<file path="src/hw/lsu_pkg.sv">
`default_nettype none

package lsu_pkg;

    // memory geometry
    localparam int MEM_WORDS   = 4096;
    localparam int WORD_ADDR_W = $clog2(MEM_WORDS);
    localparam int LANES       = 4;

    // load latency in wait cycles before the banks are read
    localparam int LOAD_WAIT = 4;
    localparam int CNT_W     = $clog2(LOAD_WAIT + 1);

    localparam logic [6:0] OPC_LOAD  = 7'b0000011;
    localparam logic [6:0] OPC_STORE = 7'b0100011;

    // funct3 size codes
    localparam logic [2:0] F3_B  = 3'b000;
    localparam logic [2:0] F3_H  = 3'b001;
    localparam logic [2:0] F3_W  = 3'b010;
    localparam logic [2:0] F3_BU = 3'b100;
    localparam logic [2:0] F3_HU = 3'b101;

    typedef struct packed {
        logic [11:0] imm;
        logic [4:0]  rs1;
        logic [2:0]  funct3;
        logic [4:0]  rd;
        logic [6:0]  opcode;
    } i_type_t;

    typedef struct packed {
        logic [6:0] imm_hi;
        logic [4:0] rs2;
        logic [4:0] rs1;
        logic [2:0] funct3;
        logic [4:0] imm_lo;
        logic [6:0] opcode;
    } s_type_t;

    // one instruction word, two field layouts
    typedef union packed {
        i_type_t i_view;
        s_type_t s_view;
    } inst_u;

    typedef enum logic [1:0] {
        OP_NONE  = 2'd0,
        OP_LOAD  = 2'd1,
        OP_STORE = 2'd2
    } op_kind_e;

    typedef struct packed {
        op_kind_e               kind;
        logic [2:0]             funct3;
        logic [1:0]             byte_off;
        logic [WORD_ADDR_W-1:0] word_addr;
        logic [31:0]            wdata;
    } mem_op_t;

    // wdata lanes already shifted into place
    typedef struct packed {
        logic [LANES-1:0]       we;
        logic [WORD_ADDR_W-1:0] word_addr;
        logic [31:0]            wdata;
    } bank_wr_t;

endpackage

`default_nettype wire

</file>
<file path="src/hw/wait_ctrl.sv">
`timescale 1ns/1ps
`default_nettype none

module wait_ctrl (
    input  wire logic             clk,
    input  wire logic             reset,
    input  wire lsu_pkg::mem_op_t op,
    output logic                  stall,
    output logic                  rd_en,
    output logic                  load_valid
);
    import lsu_pkg::*;

    logic             is_load;
    logic [CNT_W-1:0] count;

    assign is_load = (op.kind == OP_LOAD);

    // read the banks once the wait is over
    assign rd_en = is_load && (count == CNT_W'(LOAD_WAIT));

    // counter restarts after the read so a held load counts again
    always_ff @(posedge clk) begin
        if (reset) begin
            count <= '0;
        end else if (!is_load || rd_en) begin
            count <= '0;
        end else begin
            count <= count + 1'b1;
        end
    end

    // valid follows the bank read by one edge
    always_ff @(posedge clk) begin
        if (reset) begin
            load_valid <= 1'b0;
        end else begin
            load_valid <= rd_en;
        end
    end

    // Stores and invalid requests never stall.
    assign stall = is_load && !load_valid;

endmodule

`default_nettype wire

</file>
<file path="config.mk">
export PLATFORM = sky130hd
export DESIGN_NAME = wait_ctrl
export DESIGN_NICKNAME = d
export VERILOG_FILES = /design/src/hw/lsu_pkg.sv /design/src/hw/wait_ctrl.sv
export SDC_FILE = /design/constraint.sdc
export NUM_CORES = 1
export LEC_CHECK = 0
export BUFFER_PORTS_ARGS = -buffer_cell sky130_fd_sc_hd__buf_2
export CORE_AREA = 2 2 39 41
export DETAILED_ROUTE_END_ITERATION = 10
export DIE_AREA = 0 0 41 43
export PLACE_DENSITY = 0.62
export REMOVE_ABC_BUFFERS = 1
export SLEW_MARGIN = 0
export SYNTH_ARGS = -nofsm -noshare
export SYNTH_HDL_FRONTEND = slang
export SYNTH_SLANG_ARGS = --single-unit
</file>
<file path="constraint.sdc">
create_clock -name clk -period 1.4 [get_ports clk]
set_clock_uncertainty 0.15 [all_clocks]
set_input_delay 0.14 -clock clk [delete_from_list [all_inputs] [get_ports clk]]
set_output_delay 0.14 -clock clk [all_outputs]
set_load 0.05 [all_outputs]
</file>
Yosys cells after proc, flatten, opt, wreduce, memory -nomap -nowiden. Index checks and enable logic that the tools add are counted.

Flip-flop bits (word level): 4. Output and inout bits: 3.

$add $sub $neg: 1. Equal/unequal tests: 2. Reduce and logical (&&, ||, !) cells: 6.

Operators with widths (number): 3-bit by 1-bit adder with 3-bit output (second input constant) (1); 3-bit equality test (second input constant) (1); 2-bit by 1-bit equality test with 1-bit output (second input constant) (1); 1-bit logical AND (2); 1-bit zero test (2); 2-bit OR reduction (1); 1-bit logical OR (1).

Logic depth before layout (Yosys ltp).
Depth after elaboration: 4. Gate-level depth with buffers: 4. Depth with buffers taken out: 4.

Worst setup path after synthesis. Ideal clock, no wire load.

Path kind: reg2out. Start point: register count[0]. End point: output port rd_en. Data arrival time: 1.221 ns. Required time: 1.110 ns. Path slack: -0.111 ns. Stages on the path, launching flop included: 5. Path buffers: 0. Path through: dfxtp_1 > inv_1 > ha_1 > nand2_1 > nor2_1.

Cells in the longest elaborated chain, start to end: 2.

Ends and longest elaborated chain: start, declared (line wait_ctrl.sv:15) `logic [CNT_W-1:0] count;`; start signal, assigned (line wait_ctrl.sv:29) `count <= count + 1'b1;`; 3-bit equality test (line wait_ctrl.sv:20) `assign rd_en = is_load && (count == CNT_W'(LOAD_WAIT));`; 1-bit logical AND (line wait_ctrl.sv:20); end, declared (line wait_ctrl.sv:9) `output logic rd_en,`.

Every way passes these cells.

Worst setup path after layout.
Start point: register count[1]. End point: output port rd_en.

The elaborated chain is that of the path after synthesis.

==> results.tsv <==
metric	value	unit
fmax	0.740	GHz
# setup viols final	0	
CTS sink count	4	
layout cells sized above 1	0.613	
synth top area cells	dfxtp_1, ha_1, nor4b_1	
Non-Filler Instances	47	
post-synth cell types	10	
Critical Path, Cell by Cell	inv_2 -> ha_4 -> nand2_2 -> nor2_2 -> buf_6	
syn_area_per_cell	9.68	um2
nature of the critical path endpoint	primary output	
Yosys top cell by area	dfxtp_1	
routed wire length	374	um
largest fanout on the critical path	2	
RSZ-0062 raised after global routing	yes	
final core utilization	0.222	
initial antenna violation count	0	
Min-Delay Path Class	input port to flip-flop	
drt pass-1 iters	1	
static leakage	0.122	nW
net switching fraction of the power	0.224	
CP top delay family	flip-flops	
Worst Path Buf+Inv	2	
clock power share	0.499	
Die H	43	um
port bufs	6	
DR iter-0 viols	0	
Bufs on Longest Clock Path	2	
placed inst area	241	um2
CP required	1.11	ns
Seq cells post-synth	4	
final worst-path cycle share	0.965	
WL per Instance	7.96	um
dpl cells	42	
I/O pin count	56	
first-pass GRT wire length	627	um
VDD IR max	0.493	mV
Final #Nets	88	
GRT Residual Overflow	0	
Slew @ Worst Pin	0.248	ns
n_diodes	0	
status	complete, no violations	
Pwr Density	939	mW/mm2
sequential area share after synthesis	0.435	
crit path DAT	1.06	ns
Vias	175	
gpl congestion	0.635	
initial core utilization	0.133	
crit path time final	1.35	ns
Final Hold Fails	0	
largest net degree at the start of global routing	5	
fin area	308	um2
max-cap violations	0	
Worst path slowest cell	dfxtp_2	
die width	41	um
Die ar.	0.00176	mm2
Ys Warns	0	
Worst-Skew Late Latency	0.23	ns
Layout fillers	154	
Core ar.	0.00138	mm2
Flop pwr share	0.407	
CTS root buf	clkbuf_4	
DRC Markers	0	
detail-routed via count per cell	3.72	
Syn Inst Count	19	
CP startpoint kind	flip-flop	
NetSw	0.0000647	W
Yosys top cell area share	0.435	
max_slew headroom	0.836	
P_int	0.000224	W
Worst Setup Path Type	flip-flop to primary output	
Slew Limit Fails	0	
Num CTS Buffers	3	
CTS tree	done	
Tot GR Track Use	0.0562	
Synth-to-Final Area Change	67.3	%
number of global-route vias before repair	183	
Mapped Area	184	um2
peak per-stage delay on the critical path	0.32	ns
Combinational Power Share	0.093	
# rows	14	
Worst-path clk slew	0.04	ns
Routed Antenna Nets	0	
CTS H-tree depth	1	
==> synth_stat cells, drive strengths merged <==
library cell and count:
a211oi 1, dfxtp 4, ha 2, inv 3, nand2 1, nand2b 2, nor2 2, nor3 1
nor4b 2, or3b 1
==> cell usage in the layout, fill, tap and decap left out, drive strengths merged <==
master,instances
a211oi,1
ha,2
buf,8
nand2,1
nor3,1
nor4b,2
or3b,1
clkbuf,3
nor2,2
dfxtp,4
inv,3
dlygate4sd3,1
nand2b,2
==> tightest hold or removal path, cell delays in order <==
cell and delay [ns]:
buf_2 0.09, nand2b_1 0.12, buf_4 0.15, a211oi_2 0.03
==> metal layers <==
metal  vias up  routed length (um)  track usage  share of wire
met5         -                   0            0              0
met4         0                   0       0.0600              0
met3         0                  21       0.0157          0.056
met2         5                 217       0.0938           0.58
met1        81                 135       0.0450           0.36
li1         89                   -            -              -
==> cells by family (layout without fill, tap and decap cells) <==
| group | after synthesis | count (layout) | synth area share |
|---|---|---|---|
| simple gates | 9 | 9 | 0.299 |
| buf+inv | 3 | 15 | 0.0612 |
| compound gates | 1 | 1 | 0.0680 |
| fa+ha+maj | 2 | 2 | 0.136 |
| flops | 4 | 4 | 0.435 |
==> final cells by class <==
| cell class | count | area (um2) | share of cell area |
|---|---|---|---|
| multi-input cells | 12 | 110 | 0.358 |
| flip-flops and latches | 4 | 82.6 | 0.268 |
| repair buffers | 9 | 61.3 | 0.199 |
| clock buffers | 3 | 22.5 | 0.0732 |
| well taps | 16 | 20.0 | 0.0650 |
| inverters | 3 | 11.3 | 0.0366 |
==> sequential cells by signal (all words and copies together) (netlist names) <==
| register | count |
|---|---|
| count | 3 |
| load_valid | 1 |
==> stage by stage <==
step / worst slack [ns] / hold WS, ns / TNS, ns / total power [W]
final: 0.0494 / 0.201 / 0 / 0.000289
after global routing: -0.0176 / 0.239 / -0.0176 / 0.000303
after CTS: 0.00161 / 0.200 / 0 / 0.000292
after detailed placement: 0.0226 / 0.213 / 0 / 0.000141
after global placement: 0.0353 / 0.213 / 0 / 0.000141
after floorplan: -0.111 / 0.0630 / -0.190 / 0.000131
==> power groups by stage <==
stage                     Sequential (W)  Combinational [W]  Clock [W]
after detailed placement        0.000119          0.0000223          0
after global placement          0.000119          0.0000224          0
final                           0.000118          0.0000270   0.000144
after floorplan                 0.000119          0.0000123          0
after global routing            0.000118          0.0000299   0.000155
after CTS                       0.000117          0.0000251   0.000150
==> worst paths after layout <==
path | start | endpoint | slack [ns] | cells after the start
worst min-delay path | op[49] | count[2]$_SDFF_PP0_ | 0.20 | 4
worst max-delay path | count[1]$_SDFF_PP0_ | rd_en | 0.05 | 5
worst max register to register | count[0]$_SDFF_PP0_ | count[2]$_SDFF_PP0_ | 0.08 | 4
worst min register to register | count[0]$_SDFF_PP0_ | count[0]$_SDFF_PP0_ | 0.28 | 1
==> repair_timing <==
| item | 4_1_cts | 5_1_grt |
|---|---|---|
| buffers inserted | 0 | 1 |
| hold buffers | 1 | 0 |
| pin swaps | 0 | 2 |
| endpoints found under the hold margin | 4 | 0 |
| setup endpoints to repair | 1 | 2 |
| gates resized for setup | 5 | 5 |
No activity file was read; power rests on OpenSTA's default activity.
