File: config.mk
export PLATFORM = sky130hd
export DESIGN_NAME = store_align
export DESIGN_NICKNAME = d
export VERILOG_FILES = /design/src/hw/lsu_pkg.sv /design/src/hw/store_align.sv
export SDC_FILE = /design/constraint.sdc
export NUM_CORES = 1
export LEC_CHECK = 0
export ABC_AREA = 1
export BUFFER_PORTS_ARGS = -buffer_cell sky130_fd_sc_hd__buf_4
export CORE_MARGIN = 2
export CORE_UTILIZATION = 29
export DETAILED_ROUTE_END_ITERATION = 10
export PLACE_DENSITY = 0.8
export SYNTH_ARGS = -nofsm -noshare
export SYNTH_HDL_FRONTEND = slang
export SYNTH_SLANG_ARGS = --single-unit
File: constraint.sdc
create_clock -name vclk -period 0.8
set_input_delay 0.04 -clock vclk [all_inputs]
set_output_delay 0.04 -clock vclk [all_outputs]
set_load 0.1 [all_outputs]
File: src/hw/lsu_pkg.sv
`default_nettype none

package lsu_pkg;

    // memory geometry
    localparam int MEM_WORDS   = 4096;
    localparam int WORD_ADDR_W = $clog2(MEM_WORDS);
    localparam int LANES       = 4;

    // load latency in wait cycles before the banks are read
    localparam int LOAD_WAIT = 4;
    localparam int CNT_W     = $clog2(LOAD_WAIT + 1);

    localparam logic [6:0] OPC_LOAD  = 7'b0000011;
    localparam logic [6:0] OPC_STORE = 7'b0100011;

    // funct3 size codes
    localparam logic [2:0] F3_B  = 3'b000;
    localparam logic [2:0] F3_H  = 3'b001;
    localparam logic [2:0] F3_W  = 3'b010;
    localparam logic [2:0] F3_BU = 3'b100;
    localparam logic [2:0] F3_HU = 3'b101;

    typedef struct packed {
        logic [11:0] imm;
        logic [4:0]  rs1;
        logic [2:0]  funct3;
        logic [4:0]  rd;
        logic [6:0]  opcode;
    } i_type_t;

    typedef struct packed {
        logic [6:0] imm_hi;
        logic [4:0] rs2;
        logic [4:0] rs1;
        logic [2:0] funct3;
        logic [4:0] imm_lo;
        logic [6:0] opcode;
    } s_type_t;

    // one instruction word, two field layouts
    typedef union packed {
        i_type_t i_view;
        s_type_t s_view;
    } inst_u;

    typedef enum logic [1:0] {
        OP_NONE  = 2'd0,
        OP_LOAD  = 2'd1,
        OP_STORE = 2'd2
    } op_kind_e;

    typedef struct packed {
        op_kind_e               kind;
        logic [2:0]             funct3;
        logic [1:0]             byte_off;
        logic [WORD_ADDR_W-1:0] word_addr;
        logic [31:0]            wdata;
    } mem_op_t;

    // wdata lanes already shifted into place
    typedef struct packed {
        logic [LANES-1:0]       we;
        logic [WORD_ADDR_W-1:0] word_addr;
        logic [31:0]            wdata;
    } bank_wr_t;

endpackage

`default_nettype wire

File: src/hw/store_align.sv
`timescale 1ns/1ps
`default_nettype none

module store_align (
    input  wire lsu_pkg::mem_op_t op,
    output lsu_pkg::bank_wr_t     wr
);
    import lsu_pkg::*;

    always_comb begin
        wr.word_addr = op.word_addr;
        wr.we        = '0;
        wr.wdata     = op.wdata;
        if (op.kind == OP_STORE) begin
            case (op.funct3)
                F3_B: begin
                    // same byte in every lane, enable picks one
                    wr.we    = LANES'(1) << op.byte_off;
                    wr.wdata = {4{op.wdata[7:0]}};
                end
                F3_H: begin
                    // halfword position from offset bit 1
                    wr.we    = op.byte_off[1] ? 4'b1100 : 4'b0011;
                    wr.wdata = {2{op.wdata[15:0]}};
                end
                F3_W: begin
                    wr.we = '1;
                end
                default: begin
                    wr.we = '0;
                end
            endcase
        end
    end

endmodule

`default_nettype wire

==> results of run 1 <==
[kinds of logic after synthesis]
family,synth area share
buf+inv,0.342
simple gates,0.658
[repair_timing]
item	in CTS
cloned	1
resized for setup	134
buffers inserted	2
hold buffers	0
endpoints found under the setup margin	28
pin swaps	6
[cells in the mapped netlist]
| master | n |
|---|---|
| buf_4 | 22 |
| nand3_1 | 30 |
| nor2_1 | 8 |
| inv_1 | 8 |
| nor2_2 | 1 |
| nand3b_1 | 1 |
| buf_6 | 2 |
| buf_2 | 5 |
| nand2_1 | 73 |
[stage by stage]
stage | TNS, ns | instances | utilization | hold slack [ns]
after CTS | -5.42 | 245 | 0.977 | 0.0807
after detailed placement | -10.73 | 242 | 0.726 | 0.0807
after floorplan | -2.53 | 150 | - | 0.284
after global placement | -9.66 | 242 | 0.726 | 0.0807
==> metrics.md, run 1 <==
| Metric | Value |
|---|---|
| Post-synthesis cell type count | `9` |
| Run Error | `[ERROR DPL-0038] Utilization greater than 100%, impossible to legalize` |
| Dpl ws | `-0.432 ns` |
| Syn nets | `201` |
| Ranking of synthesized cells by area | `nand2_1 39%, buf_4 23%, nand3_1 21%` |
| FP Rows | `17` |
| Starting density of the core | `0.315` |
| Area after DPL | `1640 um^2` |
| Cells after Synth | `150` |
| Worst endpoint after global-route timing repair | `wr[25]` |
| YS warnings | `0` |
| Die Y | `53.5 um` |
| Die width | `53.5 um` |
| Status | `did not finish` |
| Largest net degree at the start of global routing | `17` |
| Fail Step | `global routing` |
| Register area share after synthesis | `0` |
| Synthesized area | `711 um^2` |
| Placer congestion estimate | `0.814` |
| Area leader, netlist | `nand2_1` |
| Io pins | `99` |
| Syn avg cell area | `4.74 um^2` |
| # port buffers | `75` |
| Worst ep type | `top-level output` |
| HPWL after DPL | `2560 um` |
| Synth top area share | `0.386` |
==> run 2, diff against run 1 <==
--- a/config.mk
+++ b/config.mk
@@ -7,10 +7,10 @@
 export LEC_CHECK = 0
 export ABC_AREA = 1
 export BUFFER_PORTS_ARGS = -buffer_cell sky130_fd_sc_hd__buf_4
-export CORE_MARGIN = 2
-export CORE_UTILIZATION = 29
+export CORE_AREA = 2 2 63 65
 export DETAILED_ROUTE_END_ITERATION = 10
-export PLACE_DENSITY = 0.8
+export DIE_AREA = 0 0 65 67
+export PLACE_DENSITY_LB_ADDON = 0.15
 export SYNTH_ARGS = -nofsm -noshare
 export SYNTH_HDL_FRONTEND = slang
 export SYNTH_SLANG_ARGS = --single-unit
==> constraint.sdc (replaced) <==
create_clock -name vclk -period 1.04
set_input_delay 0.052 -clock vclk [all_inputs]
set_output_delay 0.052 -clock vclk [all_outputs]
set_load 0.1 [all_outputs]
==> run 2 against run 1 <==
  * The flow now finishes, with violations (negative setup slack)
  * Synthesized area did not move
  * Synthesized cell count is the same
==> metrics.md, run 2 <==
| Metric | Value |
|---|---|
| Status | `finished with violations` |
| Failing checks | `negative setup slack` |
| Commonest cells after routing, fill and taps aside | `51 x buf_4, 47 x nand2_2, 31 x buf_12` |
| Final period utilization | `1.01` |
| Met3 Track Usage GR | `0.0169` |
| Crit-path max FO | `6` |
| Via count | `1116` |
| Commonest non-fill, non-tap cell in the layout | `buf_4` |
| Final wirelength | `3120 um` |
| Slew margin rel. | `0.813` |
| Area leader, netlist | `nand2_1` |
| DRT antenna net count | `0` |
| Clk_buf instances | `0` |
| N_diodes | `0` |
| Pre-antenna DRT Iters | `4` |
| # port buffers | `75` |
| YS warnings | `0` |
| GRT Overall Usage | `0.121` |
| Most frequent cells after synthesis | `73 x nand2_1, 30 x nand3_1, 22 x buf_4` |
| Synth top area share | `0.386` |
| Drt wl/cell | `12.1 um` |
| First-pass GRT wire length | `4420 um` |
| Number of hold buffers added after cts | `0` |
| Setup tns final | `-0.0325 ns` |
| Finished Core Util | `0.539` |
| Max Fclk | `954 MHz` |
| Hold Crit Class | `in -> out` |
| Syn avg cell area | `4.74 um^2` |
| RSZ-0062 raised after global routing | `yes` |
| Final Max Tran Viols | `0` |
| Drt drc | `0` |
| Critical Path Start Type | `primary input` |
| Placer congestion estimate | `0.762` |
| Area after DPL | `1310 um^2` |
| Final instance area | `1940 um^2` |
| Global route hottest layer | `met2` |
| Count leader, synth | `nand2_1` |
| HPWL after DPL | `2140 um` |
| Setup Crit Path Kind | `in -> out` |
| Inst Count DP | `254` |
| Cell Count, Final, Fillers Out | `258` |
| Routing usage on met1 | `0.162` |
| GR Util met2 | `0.213` |
| Peak supply drop | `0.297 mV` |
| FP Rows | `22` |
| Die width | `65 um` |
| Cells after Synth | `150` |
| Synthesized area | `711 um^2` |
| Min Tclk post-route | `1.05 ns` |
| Fin. Hold Viols | `0` |
| Share of cells above drive strength 1 | `0.752` |
| CORE AREA | `3610 um^2` |
| Register area share after synthesis | `0` |
| Crit-path slowest cell | `clkbuf_16` |
| Syn nets | `201` |
| Max capacitance violation total | `0` |
| Starting density of the core | `0.197` |
| Ranking of synthesized cells by area | `nand2_1 39%, buf_4 23%, nand3_1 21%` |
| Layout Nets | `263` |
| Initial antenna violation count | `0` |
| Power density over the cells | `742 nW/um^2` |
| Sequential cells | `0` |
| Crit path largest cell delay | `0.17 ns` |
| Largest net degree at the start of global routing | `25` |
| Setup crit end kind | `output port` |
| Post-synthesis cell type count | `9` |
| Register area | `0 um^2` |
| Required time worst endpoint | `0.99 ns` |
| GRT overflow | `0` |
| Vias in the first global route | `1019` |
| Crit path DAT | `1.00 ns` |
| Slack of the critical path | `-0.00870 ns` |
| Dpl ws | `-0.110 ns` |
| Lkg Pwr | `0.967 nW` |
| Hold depth | `0` |
| Die Y | `67 um` |
| Worst slew pin tran | `0.282 ns` |
| DRT iter0 DRCs | `25` |
| Via density | `4.33` |
| Fillers | `366` |
| Layout area overhead | `173%` |
| Crit path cell chain | `buf_8 -> nor2_4 -> buf_6 -> nand2_8 -> clkbuf_16 -> nand2_1 -> nand2_2 -> buf_12` |
| Io pins | `99` |
| Final setup violation count | `7` |
| Die area | `4360 um^2` |
## run 2: cell counts after synthesis
No cell type changed its count.
## run 2: cells by family after synthesis
kind of cell	share of synthesized area
buffers and inverters	0.342
and+or+nand+nor	0.658
## run 2: what timing repair did
| item | CTS | global route |
|---|---|---|
| setup buffers | 0 | 1 |
| gates resized for setup | 59 | 85 |
| pin swaps | 1 | 6 |
| endpoints found under the setup margin | 28 | 28 |
| cloned | 0 | 3 |
## run 2: metal layers
metal	vias to the layer above	wire length [um]
met3	6	260
met2	48	1660
met5	-	0
met4	0	10
met1	493	1190
li1	569	-
## run 2: final timing paths
kind	start	end	slack, ns
worst max-delay path	op[47]	wr[27]	-0.009
worst min-delay path	op[37]	wr[37]	0.10
## run 2: worst max-delay path: cells and delay by family
family	cells	cell delay, ns
buf+inv	4	0.57
simple gates	4	0.37
## run 2: cell type report
class	count	area [um^2]	share of cell area
well taps	48	60.1	0.0309
multi-input cells	113	732	0.377
inverters	8	37.5	0.0193
repair buffers	89	1110	0.573
## run 2: where the power goes
group          switching, mW  leakage [nW]  internal, mW
Sequential                 0             0             0
Combinational          0.923         0.967         0.518
Clock                      0             0             0
## run 2: metrics by stage
| step | hold WS (ns) | power, mW |
|---|---|---|
| CTS | 0.105 | 1.26 |
| floorplan | 0.316 | 1.06 |
| finish | 0.104 | 1.44 |
| global route | 0.104 | 1.50 |
| detailed placement | 0.105 | 1.13 |
| global placement | 0.105 | 1.13 |
Note: power is estimated with default switching activity, not from simulation.
==> run 3, diff against run 2 <==
--- a/config.mk
+++ b/config.mk
@@ -14,3 +14,4 @@
 export SYNTH_ARGS = -nofsm -noshare
 export SYNTH_HDL_FRONTEND = slang
 export SYNTH_SLANG_ARGS = --single-unit
+export TNS_END_PERCENT = 50
==> constraint.sdc (replaced) <==
create_clock -name vclk -period 1
set_input_delay 0.05 -clock vclk [all_inputs]
set_output_delay 0.05 -clock vclk [all_outputs]
set_load 0.1 [all_outputs]
==> run 3 against run 2 <==
  * The flow still finishes with violations (negative setup slack)
  * Worst hold slack lost 0.0040 ns
  * Non-clock buffer count grew 4
  * Sequential share of layout area is the same
  * Global-route usage grew 2.5 points
  * Wire length grew 2.7%
  * Largest cell class unchanged
==> metrics.md, run 3 (synthesis gave the netlist of run 2 again) <==
| Metric | Value |
|---|---|
| Status | `finished with violations` |
| Failing checks | `negative setup slack` |
| N_diodes | `0` |
| Initial antenna violation count | `0` |
| Final instance area | `2050 um^2` |
| FP Rows | `22` |
| # port buffers | `75` |
| Die width | `65 um` |
| Max capacitance violation total | `0` |
| Inst Count DP | `258` |
| Crit-path slowest cell | `buf_4` |
| Power density over the cells | `753 nW/um^2` |
| GRT Overall Usage | `0.146` |
| Crit path largest cell delay | `0.24 ns` |
| Register area | `0 um^2` |
| Routing usage on met1 | `0.188` |
| Crit path DAT | `1.05 ns` |
| Area after DPL | `1330 um^2` |
| Final setup violation count | `28` |
| Commonest cells after routing, fill and taps aside | `52 x buf_4, 36 x nand2_2, 27 x buf_12` |
| Lkg Pwr | `1.01 nW` |
| RSZ-0062 raised after global routing | `yes` |
| Peak supply drop | `0.340 mV` |
| Via count | `1124` |
| Final period utilization | `1.10` |
| DRT iter0 DRCs | `34` |
| Critical Path Start Type | `primary input` |
| GRT overflow | `0` |
| CP Buf/Inv Count | `4` |
| Layout Nets | `267` |
| Clk_buf instances | `0` |
| HPWL after DPL | `2310 um` |
| Io pins | `99` |
| DRT antenna net count | `0` |
| Number of hold buffers added after cts | `0` |
| GR Util met2 | `0.256` |
| Die Y | `67 um` |
| Global route hottest layer | `met2` |
| CORE AREA | `3610 um^2` |
| Met3 Track Usage GR | `0.0287` |
| Dpl ws | `-0.168 ns` |
| Crit path cell chain | `buf_4 -> nor2_4 -> buf_4 -> inv_1 -> nor2_4 -> buf_12` |
| Layout area overhead | `188%` |
| Starting density of the core | `0.197` |
| Sequential cells | `0` |
| Required time worst endpoint | `0.95 ns` |
| Pre-antenna DRT Iters | `6` |
| Setup Crit Path Kind | `in -> out` |
| Worst slew pin tran | `0.283 ns` |
| Slew margin rel. | `0.813` |
| Final wirelength | `3210 um` |
| First-pass GRT wire length | `5150 um` |
| Crit path max-delay family | `buffers and inverters` |
| Max Fclk | `911 MHz` |
| Total Power | `1.54 mW` |
| Fin. Hold Viols | `0` |
| Crit-path max FO | `11` |
| Cell Count, Final, Fillers Out | `262` |
| Hold Slack | `0.100 ns` |
| Vias in the first global route | `1051` |
| Share of cells above drive strength 1 | `0.776` |
| Min Tclk post-route | `1.10 ns` |
| Setup crit end kind | `output port` |
| Placer congestion estimate | `0.693` |
| Commonest non-fill, non-tap cell in the layout | `buf_4` |
| Die area | `4360 um^2` |
| Slack of the critical path | `-0.0982 ns` |
| Hold Crit Class | `in -> out` |
| Drt wl/cell | `12.2 um` |
| Final Max Tran Viols | `0` |
| Via density | `4.29` |
| Largest net degree at the start of global routing | `13` |
| Drt drc | `0` |
-- run 3: cell types whose count changed in the layout (fill, tap and decap cells not counted), sizes merged --
cell and change:
clkbuf -2, buf +6
-- run 3: path summary, 6_finish.rpt --
kind,slack [ns],start,cells after the start,end
worst max-delay path,-0.1,op[49],6,wr[45]
worst min-delay path,0.10,op[33],0,wr[33]
-- run 3: metrics by stage --
stage | TNS (ns) | utilization
global route | -3.79 | 0.568
finish | -2.00 | 0.568
global placement | -3.20 | 0.368
detailed placement | -4.06 | 0.368
CTS | -1.46 | 0.538
floorplan | -0.0762 | -
-- run 3: routing by layer --
| metal | wire, um | vias up |
|---|---|---|
| met5 | 0 | - |
| met4 | 10 | 0 |
| met3 | 232 | 2 |
| met2 | 1740 | 46 |
| met1 | 1230 | 501 |
| li1 | - | 575 |
-- run 3: layout make-up --
| cell class | instances | area [um^2] |
|---|---|---|
| well taps | 48 | 60.1 |
| repair buffers | 93 | 1140 |
| multi-input cells | 113 | 812 |
| fillers | 321 | 1560 |
| inverters | 8 | 37.5 |
-- run 3: report_power, final --
part	internal [mW]	switching (mW)
sequential	0	0
clock	0	0
combinational	0.559	0.984
total	0.559	0.984
-- run 3: timing repair --
action	4_1_cts	5_1_grt
pin swaps	19	11
cloned	2	0
gates resized for setup	142	25
setup buffers	2	0
setup endpoints to repair	28	28
==> run 4, diff against run 3 <==
--- a/config.mk
+++ b/config.mk
@@ -10,7 +10,8 @@
 export CORE_AREA = 2 2 63 65
 export DETAILED_ROUTE_END_ITERATION = 10
 export DIE_AREA = 0 0 65 67
-export PLACE_DENSITY_LB_ADDON = 0.15
+export PLACE_DENSITY = 0.56
+export SLEW_MARGIN = 20
 export SYNTH_ARGS = -nofsm -noshare
 export SYNTH_HDL_FRONTEND = slang
 export SYNTH_SLANG_ARGS = --single-unit
==> run 4 against run 3 <==
  * The flow still finishes with violations (negative setup slack)
  * Power shrank 2.4%
  * Critical path depth grew 3
  * Maximum frequency shrank 0.22%
  * Combinational power is essentially flat
  * Sequential share of layout area is the same
==> metrics.md, run 4 (synthesis gave the netlist of run 2 again) <==
| Metric | Value |
|---|---|
| GRT Overall Usage | `0.125` |
| Area after DPL | `1300 um^2` |
| DRT iter0 DRCs | `21` |
| Crit-path slowest cell | `buf_12` |
| GRT overflow | `0` |
| Slack of the critical path | `-0.101 ns` |
| Final instance area | `1990 um^2` |
| Final wirelength | `3330 um` |
| First-pass GRT wire length | `4420 um` |
| Layout Nets | `266` |
| Worst slew pin tran | `0.281 ns` |
| Finished Core Util | `0.552` |
| Final setup violation count | `25` |
| Io pins | `99` |
| Crit path largest cell delay | `0.18 ns` |
| Layout area overhead | `180%` |
| Power density over the cells | `757 nW/um^2` |
| Largest net degree at the start of global routing | `23` |
| Fin. Hold Viols | `0` |
| Crit path cell chain | `buf_8 -> nor2_4 -> buf_12 -> buf_8 -> nand2_8 -> nor2_4 -> nor2_4 -> nor2_4 -> buf_12` |
| Peak supply drop | `0.377 mV` |
| HPWL after DPL | `2150 um` |
| Min Tclk post-route | `1.10 ns` |
| Cell Count, Final, Fillers Out | `261` |
| Commonest non-fill, non-tap cell in the layout | `buf_4` |
| Drt drc | `0` |
| Max capacitance violation total | `0` |
| Lkg Pwr | `0.981 nW` |
| Hold depth | `0` |
| Die Y | `67 um` |
| Pre-antenna DRT Iters | `2` |
| Commonest cells after routing, fill and taps aside | `51 x buf_4, 40 x nand2_2, 30 x nand2_1` |
| Status | `finished with violations` |
| Die width | `65 um` |
| Hold Slack | `0.100 ns` |
| FP Rows | `22` |
| CORE AREA | `3610 um^2` |
| Final period utilization | `1.10` |
| Max Fclk | `909 MHz` |
| Failing checks | `negative setup slack` |
| Drt wl/cell | `12.8 um` |
| Via density | `4.29` |
| Hold path start | `op[33]` |
| Placer congestion estimate | `0.700` |
| # port buffers | `75` |
| Critical Path Start Type | `primary input` |
| Initial antenna violation count | `0` |
| Inst Count DP | `255` |
| RSZ-0062 raised after global routing | `yes` |
| Most common cell on crit path | `nor2_4` |
| Die area | `4360 um^2` |
| Starting density of the core | `0.197` |
| Sequential cells | `0` |
| Register area | `0 um^2` |
| Crit-path max FO | `4` |
| Clk_buf instances | `0` |
| Crit path DAT | `1.05 ns` |
| Setup crit end kind | `output port` |
| Setup Crit Path Kind | `in -> out` |
| N_diodes | `0` |
| Vias in the first global route | `998` |
| Worst setup startpoint | `op[47]` |
| Via count | `1119` |
| Final Max Tran Viols | `0` |
| WHS Endpoint | `wr[33]` |
| Setup tns final | `-1.48 ns` |
| Slew margin rel. | `0.814` |
| Share of cells above drive strength 1 | `0.761` |
| Hold Crit Class | `in -> out` |
| Required time worst endpoint | `0.95 ns` |
| DRT antenna net count | `0` |
[run 4: cell count changes in the layout (fill, tap and decap cells not counted), sizes merged]
cell	before	now
clkbuf	0	3
buf	93	89
[run 4: worst max-delay path by stage]
stage	endpoint	slack (ns)	depth (start not counted)
3_3_place_gp	wr[12]	-0.17	8
6_report	wr[46]	-0.10	9
3_5_place_dp	wr[26]	-0.20	8
5_1_grt	wr[46]	-0.15	9
2_1_floorplan	wr[45]	-0.02	6
4_1_cts	wr[26]	-0.08	8
[run 4: metrics by stage]
step	power, mW	setup WS [ns]
final	1.51	-0.101
after global routing	1.56	-0.146
after CTS	1.36	-0.0834
after detailed placement	1.17	-0.204
after global placement	1.17	-0.173
after floorplan	1.10	-0.0243
[run 4: area by class of cell]
class,count,area (um^2)
inverter,8,37.5
fill,326,1620
multi-input combinational,113,767
tap,48,60.1
timing repair buffer,92,1120
[run 4: routing by layer]
metal	vias to the layer above	track usage	share of wire
met5	-	0	0
met4	0	0.0239	0.016
met3	8	0.0203	0.069
met2	41	0.226	0.52
met1	491	0.155	0.40
li1	579	-	-
[run 4: worst max-delay path, delay by kind of cell]
| kind | cells | cell delay (ns) |
|---|---|---|
| AND/OR/NAND/NOR | 5 | 0.46 |
| buffers and inverters | 4 | 0.53 |
[run 4: repair_timing]
item | 4_1_cts | 5_1_grt
hold buffers | 0 | 0
setup buffers | 0 | 2
endpoints found under the hold margin | 0 | 0
pin swaps | 3 | 20
gates resized for setup | 76 | 64
endpoints found under the setup margin | 28 | 28
cloned | 0 | 4
[run 4: report_power, final]
part           switching, mW  internal, mW
combinational          0.977         0.529
sequential                 0             0
clock                      0             0
