File: src/hw/lsu_pkg.sv
`default_nettype none

package lsu_pkg;

    // memory geometry
    localparam int MEM_WORDS   = 4096;
    localparam int WORD_ADDR_W = $clog2(MEM_WORDS);
    localparam int LANES       = 4;

    // load latency in wait cycles before the banks are read
    localparam int LOAD_WAIT = 4;
    localparam int CNT_W     = $clog2(LOAD_WAIT + 1);

    localparam logic [6:0] OPC_LOAD  = 7'b0000011;
    localparam logic [6:0] OPC_STORE = 7'b0100011;

    // funct3 size codes
    localparam logic [2:0] F3_B  = 3'b000;
    localparam logic [2:0] F3_H  = 3'b001;
    localparam logic [2:0] F3_W  = 3'b010;
    localparam logic [2:0] F3_BU = 3'b100;
    localparam logic [2:0] F3_HU = 3'b101;

    typedef struct packed {
        logic [11:0] imm;
        logic [4:0]  rs1;
        logic [2:0]  funct3;
        logic [4:0]  rd;
        logic [6:0]  opcode;
    } i_type_t;

    typedef struct packed {
        logic [6:0] imm_hi;
        logic [4:0] rs2;
        logic [4:0] rs1;
        logic [2:0] funct3;
        logic [4:0] imm_lo;
        logic [6:0] opcode;
    } s_type_t;

    // one instruction word, two field layouts
    typedef union packed {
        i_type_t i_view;
        s_type_t s_view;
    } inst_u;

    typedef enum logic [1:0] {
        OP_NONE  = 2'd0,
        OP_LOAD  = 2'd1,
        OP_STORE = 2'd2
    } op_kind_e;

    typedef struct packed {
        op_kind_e               kind;
        logic [2:0]             funct3;
        logic [1:0]             byte_off;
        logic [WORD_ADDR_W-1:0] word_addr;
        logic [31:0]            wdata;
    } mem_op_t;

    // wdata lanes already shifted into place
    typedef struct packed {
        logic [LANES-1:0]       we;
        logic [WORD_ADDR_W-1:0] word_addr;
        logic [31:0]            wdata;
    } bank_wr_t;

endpackage

`default_nettype wire

File: src/hw/lsu_decode.sv
`timescale 1ns/1ps
`default_nettype none

module lsu_decode (
    input  wire logic           inst_valid,
    input  wire lsu_pkg::inst_u inst,
    input  wire logic [31:0]    rs1_value,
    input  wire logic [31:0]    rs2_value,
    output lsu_pkg::mem_op_t    op
);
    import lsu_pkg::*;

    logic        is_load;
    logic        is_store;
    logic [31:0] imm;
    logic [31:0] addr;

    // legality of opcode and funct3
    always_comb begin
        is_load  = 1'b0;
        is_store = 1'b0;
        if (inst_valid) begin
            if (inst.i_view.opcode == OPC_LOAD) begin
                case (inst.i_view.funct3)
                    F3_B, F3_H, F3_W, F3_BU, F3_HU: is_load = 1'b1;
                    default: is_load = 1'b0;
                endcase
            end else if (inst.s_view.opcode == OPC_STORE) begin
                case (inst.s_view.funct3)
                    F3_B, F3_H, F3_W: is_store = 1'b1;
                    default: is_store = 1'b0;
                endcase
            end
        end
    end

    // stores split the immediate around rs2
    always_comb begin
        if (is_store) begin
            imm = {{20{inst.s_view.imm_hi[6]}}, inst.s_view.imm_hi, inst.s_view.imm_lo};
        end else begin
            imm = {{20{inst.i_view.imm[11]}}, inst.i_view.imm};
        end
    end

    assign addr = rs1_value + imm;

    always_comb begin
        op.kind      = is_load ? OP_LOAD : (is_store ? OP_STORE : OP_NONE);
        op.funct3    = inst.i_view.funct3;
        op.byte_off  = addr[1:0];
        // upper address bits wrap inside the memory
        op.word_addr = addr[WORD_ADDR_W+1:2];
        op.wdata     = is_store ? rs2_value : 32'd0;
    end

endmodule

`default_nettype wire

File: config.mk
export PLATFORM = sky130hd
export DESIGN_NAME = lsu_decode
export DESIGN_NICKNAME = d
export VERILOG_FILES = /design/src/hw/lsu_pkg.sv /design/src/hw/lsu_decode.sv
export SDC_FILE = /design/constraint.sdc
export NUM_CORES = 1
export LEC_CHECK = 0
export ABC_AREA = 1
export BUFFER_PORTS_ARGS = -buffer_cell sky130_fd_sc_hd__buf_4
export CAP_MARGIN = 20
export CORE_ASPECT_RATIO = 0.9
export CORE_MARGIN = 4
export CORE_UTILIZATION = 30
export DETAILED_ROUTE_END_ITERATION = 8
export PLACE_DENSITY = 0.79
export SYNTH_ARGS = -nofsm -noshare
export SYNTH_HDL_FRONTEND = slang
export SYNTH_SLANG_ARGS = --single-unit
File: constraint.sdc
create_clock -name vclk -period 6.5
set_clock_uncertainty 0.2 [all_clocks]
set_input_delay 0.325 -clock vclk [all_inputs]
set_output_delay 0.325 -clock vclk [all_outputs]
set_load 0.02 [all_outputs]
# Yosys cells after proc, flatten, opt, wreduce, memory -nomap -nowiden
# Index checks and enable logic that the tools add are counted.
# word_totals
word_cells	21
register_bits	0
input_bits	97
out_inout_bits	51
# classes
add_sub_neg	1
reduce_logical	3
eq_ne	6
muxes	11
# ops
cell	n
32-bit 2-to-1 mux	1
14-bit adder	1
7-bit by 2-bit == test with 1-bit output, second input constant	1
7-bit by 6-bit == test with 1-bit output, second input constant	1
1-bit 2-to-1 mux	7
3-bit == test, second input constant	2
5-bit 2-to-1 mux	1
5-bit OR reduction	1
2-bit 2-to-1 mux	2
3-bit by 1-bit == test with 1-bit output, second input constant	1
3-bit by 2-bit == test with 1-bit output, second input constant	1
3-bit zero test	1
3-bit OR reduction	1

# Depth between registers and ports, before layout
# Gate-level depths: netlist (run 1).
# depth
word_depth	8
mapped_depth	18
mapped_depth_nobuf	17

# Least setup slack after synthesis (run 1)
# OpenSTA, ideal clock, no wires.
# synth_timing
path_type	in2out
from	in inst[13] (netlist name)
to	out op[36] (netlist name)
t_required_ns	5.975
arrival_time_ns	2.216
setup_slack_ns	3.759
stages	13
path_buffers	1
path_cell_list	nand2_1 > nand3_1 > nor2_2 > nand2_2 > buf_6 > o21ai_2 > inv_1 > ha_1 > fa_1 > nand3_1 > nand3_1 > a21oi_1 > xnor2_1
# synth_rtl
item	line	text
start: declaration	lsu_decode.sv:6	input wire lsu_pkg::inst_u inst,
end: declaration	lsu_decode.sv:9	output lsu_pkg::mem_op_t op

==> results_dict.tcl, run 1 <==
set metrics [dict create \
    ios 148 \
    io_buffers 125 \
    postCtsHoldBufs 0 \
    cp_cell_sequence "buf_4 -> nand2_1 -> nand3_1 -> nor2_2 -> nand2_2 -> o21ai_2 -> inv_1 -> ha_1 -> fa_1 -> nand3_1 -> nand3_1 -> a21oi_1 -> xnor2_1 -> buf_4" \
    drv_cap 0 \
    max_slew_margin 0.4849 \
    drc_errors 0 \
    viasPerCell 4.350 \
    num_rows 21 \
    post_drt_wl_per_cell_um 11.00 \
    status "finished clean" \
    ys_types 20 \
    required_ns 5.97 \
    grt_pass1_vias 1536 \
    clkbuf_count 0 \
    drive_gt1_frac 0.3912 \
    crit_type "in2out" \
    cts_resized 0 \
    dp_hpwl_mm 4.024 \
    final-max-slew-violation-count 0 \
    slowest_stage "fa_1" \
    grt_overflow 0 \
    post_cts_buffers 0 \
    end_kind "output port" \
    p_per_area_nw_per_um2 76.62 \
    start_util 0.3199 \
    antenna-diode-count 0 \
    coreArea_um2 3810 \
    ir_drop_mv 0.04015 \
    hp-class "in2out" \
    seq_cell_count 0 \
    fillers 390 \
    fin_util 0.5665 \
    avgSynthCellArea_um2 4.954 \
    seq_area_um2 0 \
    synth_nets 357 \
    route.antenna.remaining_nets 0 \
    globalplace.congestion 0.8246 \
    rsz0062_at_grt "false" \
    max_stage_delay_ns 0.45 \
    synthCells 246 \
    cp_max_fo 43 \
    cp_common_cell "nand3_1" \
    antenna_found_initial 0 \
    wirelength_mm 4.498 \
    min_period_over_period 0.5382 \
    grt_use_total 0.1596 \
    grt_pass1_wl_mm 6.658 \
    setup_viol 0 \
    timing_hold_violations_final 0 \
    worst_pin_slew_ns 0.7699 \
    die_y_um 68.47 \
    cellLeakagePower_uw 0.001460 \
    nets 476 \
    first_pass_iters 4 \
    via_count 1779 \
    die_x_um 75.19 \
    yosys_warnings 0 \
    grt_start_max_net_pins 44 \
    dieArea_um2 5148 \
    fin_tns_setup_ns 0 \
    drt_first_iter_violations 40 \
    fmax_mhz 285.8 \
    synth_area_um2 1219 \
    yosysSeqAreaShare 0 \
    arrival_ns 2.97 \
    synthToLayoutAreaGrowth_pct 77.10 \
    startpoint_type "input pin" \
    period_needed_ns 3.499 \
]
## area by class of cell
| class | count | area, µm² | area share |
|---|---|---|---|
| timing repair buffer | 125 | 938.4 | 0.4348 |
| inverter | 68 | 255.2 | 0.1183 |
| multi-input combinational | 170 | 907.1 | 0.4203 |
| tap | 46 | 57.56 | 0.02667 |
## where the power goes
part	leakage (µW)	internal, µW	total (µW)	switching (µW)
clock network	0	0	0	0
registers	0	0	0	0
logic	0.00146	79.4	165	86.0
total	0.00146	79.4	165	86.0
## cell usage in the layout (no fill, tap or decap)
| master | count |
|---|---|
| a21oi_1 | 8 |
| buf_4 | 125 |
| fa_1 | 1 |
| ha_1 | 13 |
| inv_1 | 64 |
| inv_2 | 4 |
| nand2_1 | 60 |
| nand2_2 | 4 |
| nand3_1 | 15 |
| nand3_2 | 1 |
| nand4_1 | 4 |
| nor2_1 | 47 |
| nor2_2 | 1 |
| nor3_2 | 2 |
| o21ai_2 | 5 |
| o21bai_1 | 1 |
| xnor2_1 | 4 |
| xor2_1 | 4 |
## worst max-delay path: cells and delay by family
kind,cells,cell delay (ns)
AND/OR/NAND/NOR,6,0.99
adder cells (fa/ha/maj),2,0.67
AO/OA/AOI/OAI,2,0.49
buffers and inverters,3,0.34
XOR/XNOR,1,0.14
## routing by layer
layer	track usage	wire, µm	vias up	share of wire
met4	0	0	0	0
met2	0.3402	2364	63	0.53
met3	0.01468	501	0	0.11
met1	0.1769	1633	764	0.36
li1	-	-	952	-
met5	0	0	-	0
## kinds of logic after synthesis
group / count (synthesis) / synth area share
adders and majority gates: 14 / 0.1499
xor gates and xnor gates: 8 / 0.05749
buffers and inverters: 76 / 0.2556
and+or+nand+nor: 134 / 0.4620
AOI/OAI and AO/OA: 14 / 0.07495
## per-stage QoR
stage	worst slack (ns)	instance area (µm²)	total power (µW)	cells	hold WS, ns
floorplan	3.759	1219	91.56	246	0.5626
finish	3.001	2158	165.4	409	0.6618
global placement	2.998	2158	163.0	409	0.6666
detailed placement	2.970	2158	166.0	409	0.6626
global route	2.785	2158	182.9	409	0.6691
CTS	2.965	2158	166.7	409	0.6626
## synth_stat cells (all sizes together)
| master | count | area share |
|---|---|---|
| nor2 | 48 | 0.15 |
| nand4 | 4 | 0.021 |
| xor2 | 4 | 0.029 |
| inv | 68 | 0.21 |
| a21oi | 8 | 0.033 |
| xnor2 | 4 | 0.029 |
| fa | 1 | 0.016 |
| o21ai | 5 | 0.036 |
| ha | 13 | 0.13 |
| nor3 | 2 | 0.016 |
| buf | 8 | 0.046 |
| nand3 | 16 | 0.070 |
| nand2 | 64 | 0.21 |
| o21bai | 1 | 0.0062 |
## path summary, 6_finish.rpt
path              startpoint  endpoint  slack (ns)  cells past startpoint
setup / recovery    inst[13]    op[38]        3.00                     14
hold / removal      inst[12]    op[46]        0.66                      2
Note: power is estimated with default switching activity, not from simulation.
==> run 2, diff against run 1 <==
--- a/config.mk
+++ b/config.mk
@@ -5,14 +5,14 @@
 export SDC_FILE = /design/constraint.sdc
 export NUM_CORES = 1
 export LEC_CHECK = 0
-export ABC_AREA = 1
+export ABC_AREA = 0
 export BUFFER_PORTS_ARGS = -buffer_cell sky130_fd_sc_hd__buf_4
 export CAP_MARGIN = 20
 export CORE_ASPECT_RATIO = 0.9
 export CORE_MARGIN = 4
-export CORE_UTILIZATION = 30
+export CORE_UTILIZATION = 27
 export DETAILED_ROUTE_END_ITERATION = 8
-export PLACE_DENSITY = 0.79
+export PLACE_DENSITY = 0.83
 export SYNTH_ARGS = -nofsm -noshare
 export SYNTH_HDL_FRONTEND = slang
 export SYNTH_SLANG_ARGS = --single-unit
==> constraint.sdc (replaced) <==
create_clock -name vclk -period 3.2
set_clock_uncertainty 0.2 [all_clocks]
set_input_delay 0.16 -clock vclk [all_inputs]
set_output_delay 0.16 -clock vclk [all_outputs]
set_load 0.02 [all_outputs]
==> results_dict.tcl, run 2 <==
set metrics [dict create \
    dp_slack_ns -0.3426 \
    cp_max_fo 5 \
    seq_area_um2 0 \
    cp_common_cell "buf_4" \
    final_cell_mix "142 x buf_4, 32 x and2_1, 9 x nor2_1, 9 x ha_1" \
    min_period_over_period 1.069 \
    antenna_found_initial 0 \
    placed_cell_area_um2 2007 \
    grt_util_met1 0.2022 \
    ys_top_cells_by_area "and2_1 21%, ha_1 17%, xnor2_1 8.3%" \
    ir_drop_mv 0.1357 \
    synth_top_area_share 0.2102 \
    globalplace.congestion 0.8287 \
    synth_nets 246 \
    stdcell_area_um2 2276 \
    num_rows 20 \
    ys_types 27 \
    seq_cell_count 0 \
    via_count 1491 \
    yosysMostFrequentCell "and2_1" \
    drive_gt1_frac 0.6447 \
    crit_type "in2out" \
    die_y_um 64.34 \
    violations "negative setup slack" \
    grt_start_max_net_pins 20 \
    worst_pin_slew_ns 0.5528 \
    fmax_mhz 292.4 \
    post_drt_wl_per_cell_um 13.85 \
    grt_overflow 0 \
    viasPerCell 4.703 \
    arrival_ns 3.06 \
    yosys.area.top_type "and2_1" \
    synth_area_um2 952.2 \
    setup_ws_ns -0.2199 \
    ios 148 \
    postCtsHoldBufs 0 \
    final-max-slew-violation-count 0 \
    grt_use_total 0.1719 \
    timing_hold_violations_final 0 \
    max_stage_delay_ns 0.42 \
    slowest_stage "a2111oi_4" \
    grt_pass1_wl_mm 6.637 \
    avgSynthCellArea_um2 7.053 \
    drt_first_iter_violations 32 \
    end_kind "output port" \
    grtUsageMet3 0.02516 \
    setup_viol 10 \
    antenna-diode-count 0 \
    clkbuf_count 0 \
    whs_ns 0.3604 \
    ys_top_cells_by_count "32 x and2_1, 13 x ha_1, 11 x a21oi_1" \
    startpoint_type "input pin" \
    coreArea_um2 3378 \
    period_needed_ns 3.420 \
    drc_errors 0 \
    max_slew_margin 0.6276 \
    wirelength_mm 4.389 \
    required_ns 2.84 \
    status "complete, but fails checks" \
    dieArea_um2 4542 \
    final_common_cell "buf_4" \
    numPlacedInstances 306 \
    p_per_area_nw_per_um2 171.6 \
    grt_pass1_vias 1483 \
    start_util 0.2819 \
    hp-class "in2out" \
    met2_usage 0.3435 \
    io_buffers 125 \
    cellLeakagePower_uw 0.001177 \
    cp_cell_sequence "buf_6 -> nor4b_4 -> nand4b_1 -> a2111oi_4 -> buf_4 -> buf_4 -> mux2_4 -> ha_4 -> nand2_1 -> o21a_1 -> o211ai_1 -> a41oi_2 -> xnor2_2 -> buf_4" \
    dp_hpwl_mm 3.587 \
    die_x_um 70.60 \
    yosysSeqAreaShare 0 \
    synthCells 135 \
    drv_cap 0 \
    rsz0062_at_grt "true" \
    globalRoute.busiestLayer "met2" \
    yosys_warnings 0 \
    fin_cells 317 \
    route.antenna.remaining_nets 0 \
    synthToLayoutAreaGrowth_pct 139.0 \
    first_pass_iters 4 \
    nets 386 \
]
run 2: cell types whose count changed after synthesis, sizes merged, moves of 3 or more:
cell and delta:
mux2 +5, nand3 -12, a21oi +3, xnor2 +5
and2 +32, nor2 -38, nand2 -58, inv -63
a31oi +4
run 2: layer usage:
metal  vias up  share of wire
met5         -              0
met4         0              0
met3         0          0.070
met2        61           0.56
met1       678           0.37
li1        752              -
run 2: final timing paths:
check,start,to,slack [ns],cells after the start
hold / removal,inst[12],op[46],0.36,2
setup / recovery,inst[4],op[42],-0.22,14
run 2: cells by family (layout without fill, tap and decap cells):
family	Yosys count	after routing	share of synthesized area
buffers and inverters	14	152	0.08279
and+or+nand+nor	62	62	0.3679
muxes	5	5	0.05913
AOI/OAI and AO/OA	29	29	0.1971
adders and majority gates	14	14	0.1919
xor gates and xnor gates	11	11	0.1012
run 2: final cells by class:
type / instances / area [µm²]
fillers: 277 / 1102
multi-input cells: 121 / 1080
well taps: 44 / 55.05
inverters: 5 / 18.77
repair buffers: 147 / 1122
run 2: worst max-delay path: cells and delay by family:
kind	cells	cell delay, ns
adders and majority gates	1	0.30
buffers and inverters	4	0.58
xor gates and xnor gates	1	0.16
AOI/OAI and AO/OA	4	1.03
and+or+nand+nor	3	0.51
muxes	1	0.31
run 2: timing repair:
item                       CTS  global route
buffers inserted             8             5
resized for setup           34             2
pin swaps                   22            16
setup endpoints to repair    9            11
run 2: through the flow:
| stage | util | TNS, ns | total power, µW |
|---|---|---|---|
| after floorplan | - | -0.003594 | 174.3 |
| after global placement | 0.5941 | -1.802 | 330.0 |
| after detailed placement | 0.5941 | -2.318 | 334.7 |
| after CTS | 0.6604 | -1.935 | 380.2 |
| after global routing | 0.6737 | -3.187 | 417.5 |
| final | 0.6737 | -1.689 | 390.5 |
run 2: power breakdown:
part           total, µW  internal, µW  leakage, µW  switching (µW)
sequential             0             0            0               0
clock                  0             0            0               0
combinational        391           210      0.00118             181
==> run 3, diff against run 2 <==
--- a/config.mk
+++ b/config.mk
@@ -8,11 +8,13 @@
 export ABC_AREA = 0
 export BUFFER_PORTS_ARGS = -buffer_cell sky130_fd_sc_hd__buf_4
 export CAP_MARGIN = 20
+export CELL_PAD_IN_SITES_DETAIL_PLACEMENT = 0
+export CELL_PAD_IN_SITES_GLOBAL_PLACEMENT = 1
 export CORE_ASPECT_RATIO = 0.9
 export CORE_MARGIN = 4
-export CORE_UTILIZATION = 27
+export CORE_UTILIZATION = 16
 export DETAILED_ROUTE_END_ITERATION = 8
-export PLACE_DENSITY = 0.83
+export PLACE_DENSITY = 0.8
 export SYNTH_ARGS = -nofsm -noshare
 export SYNTH_HDL_FRONTEND = slang
 export SYNTH_SLANG_ARGS = --single-unit
==> results_dict.tcl, run 3 (synthesis gave the netlist of run 2 again) <==
set metrics [dict create \
    arrival_ns 3.10 \
    violations "negative setup slack" \
    worst_pin_slew_ns 0.6842 \
    die_x_um 89.32 \
    fin_cells 341 \
    antenna-diode-count 0 \
    dp_hpwl_mm 3.757 \
    grt_pass1_vias 1348 \
    viasPerCell 4.214 \
    timing_hold_violations_final 0 \
    first_pass_iters 4 \
    end_kind "output port" \
    io_buffers 125 \
    rsz0062_at_grt "true" \
    seq_area_um2 0 \
    min_period_over_period 1.082 \
    cp_max_fo 4 \
    status "complete, but fails checks" \
    wirelength_mm 4.477 \
    max_slew_margin 0.5391 \
    die_y_um 81.19 \
    route.antenna.remaining_nets 0 \
    post_drt_wl_per_cell_um 13.13 \
    grtUsageMet3 0.004057 \
    synthToLayoutAreaGrowth_pct 142.0 \
    startpoint_type "input pin" \
    required_ns 2.84 \
    start_util 0.1663 \
    drive_gt1_frac 0.6568 \
    final-max-slew-violation-count 0 \
    final_common_cell "buf_4" \
    ios 148 \
    period_needed_ns 3.461 \
    fmax_mhz 288.9 \
    dp_slack_ns -0.4310 \
    grt_util_met1 0.1364 \
    grt_overflow 0 \
    numPlacedInstances 333 \
    globalRoute.busiestLayer "met2" \
    via_count 1437 \
    antenna_found_initial 0 \
    final_cell_mix "139 x buf_4, 32 x and2_1, 8 x ha_1" \
    ir_drop_mv 0.08192 \
    cellLeakagePower_uw 0.001161 \
    postCtsHoldBufs 0 \
    grt_use_total 0.1019 \
    dieArea_um2 7251 \
    crit_type "in2out" \
    fillers 603 \
    nets 384 \
    num_rows 26 \
    drv_cap 0 \
    setup_ws_ns -0.2614 \
    grt_start_max_net_pins 11 \
    coreArea_um2 5725 \
    seq_cell_count 0 \
    globalplace.congestion 0.8153 \
    setup_viol 8 \
    clkbuf_count 0 \
    met2_usage 0.1907 \
    grt_pass1_wl_mm 6.120 \
    p_per_area_nw_per_um2 166.9 \
    drc_errors 0 \
    hp-class "in2out" \
    drt_first_iter_violations 37 \
]
## run 3: changes by cell type in the layout (fill, tap and decap cells not counted), sizes merged
| cell | previous run | this run |
|---|---|---|
| buf | 147 | 145 |
## run 3: final cells by class
class                      count  area (µm²)  area share
inverter                       5       18.77    0.008143
timing repair buffer         145        1111      0.4821
tap                           70       87.58     0.03800
multi-input combinational    121        1087      0.4718
## run 3: timing repair
| action | 4_1_cts | 5_1_grt |
|---|---|---|
| cloned | 0 | 0 |
| setup endpoints to repair | 9 | 10 |
| pin swaps | 22 | 23 |
| buffers inserted | 7 | 2 |
| resized for setup | 26 | 14 |
## run 3: per-layer routing
layer / up-vias / wire length, µm
met5: - / 0
met2: 37 / 2458
li1: 750 / -
met1: 650 / 1770
met3: 0 / 249
met4: 0 / 0
## run 3: per-stage QoR
step / utilization / TNS (ns) / hold WS, ns / instance area, µm² / total power (µW)
global route: 0.4025 / -2.441 / 0.3640 / 2305 / 414.2
floorplan: - / -0.003594 / 0.2326 / 978.4 / 174.3
finish: 0.4025 / -1.362 / 0.3606 / 2305 / 384.7
detailed placement: 0.3575 / -2.930 / 0.3609 / 2047 / 338.8
global placement: 0.3575 / -2.143 / 0.3571 / 2047 / 336.7
CTS: 0.3883 / -2.256 / 0.3615 / 2223 / 366.1
## run 3: final timing paths
check | from | endpoint | cells after the start
max | inst[6] | op[42] | 13
min | inst[12] | op[46] | 2
## run 3: worst max-delay path, cell delays in order
cell	delay, ns
buf_6	0.10
nor4b_4	0.25
nand4b_1	0.21
a2111oi_4	0.46
mux2_4	0.35
ha_4	0.17
fa_2	0.36
a21oi_2	0.19
o21a_4	0.17
o211ai_1	0.13
a41oi_2	0.27
xnor2_2	0.13
buf_4	0.15
## run 3: where the power goes
part	leakage, µW	switching [µW]	internal, µW
logic	0.00116	181	203
clock network	0	0	0
registers	0	0	0
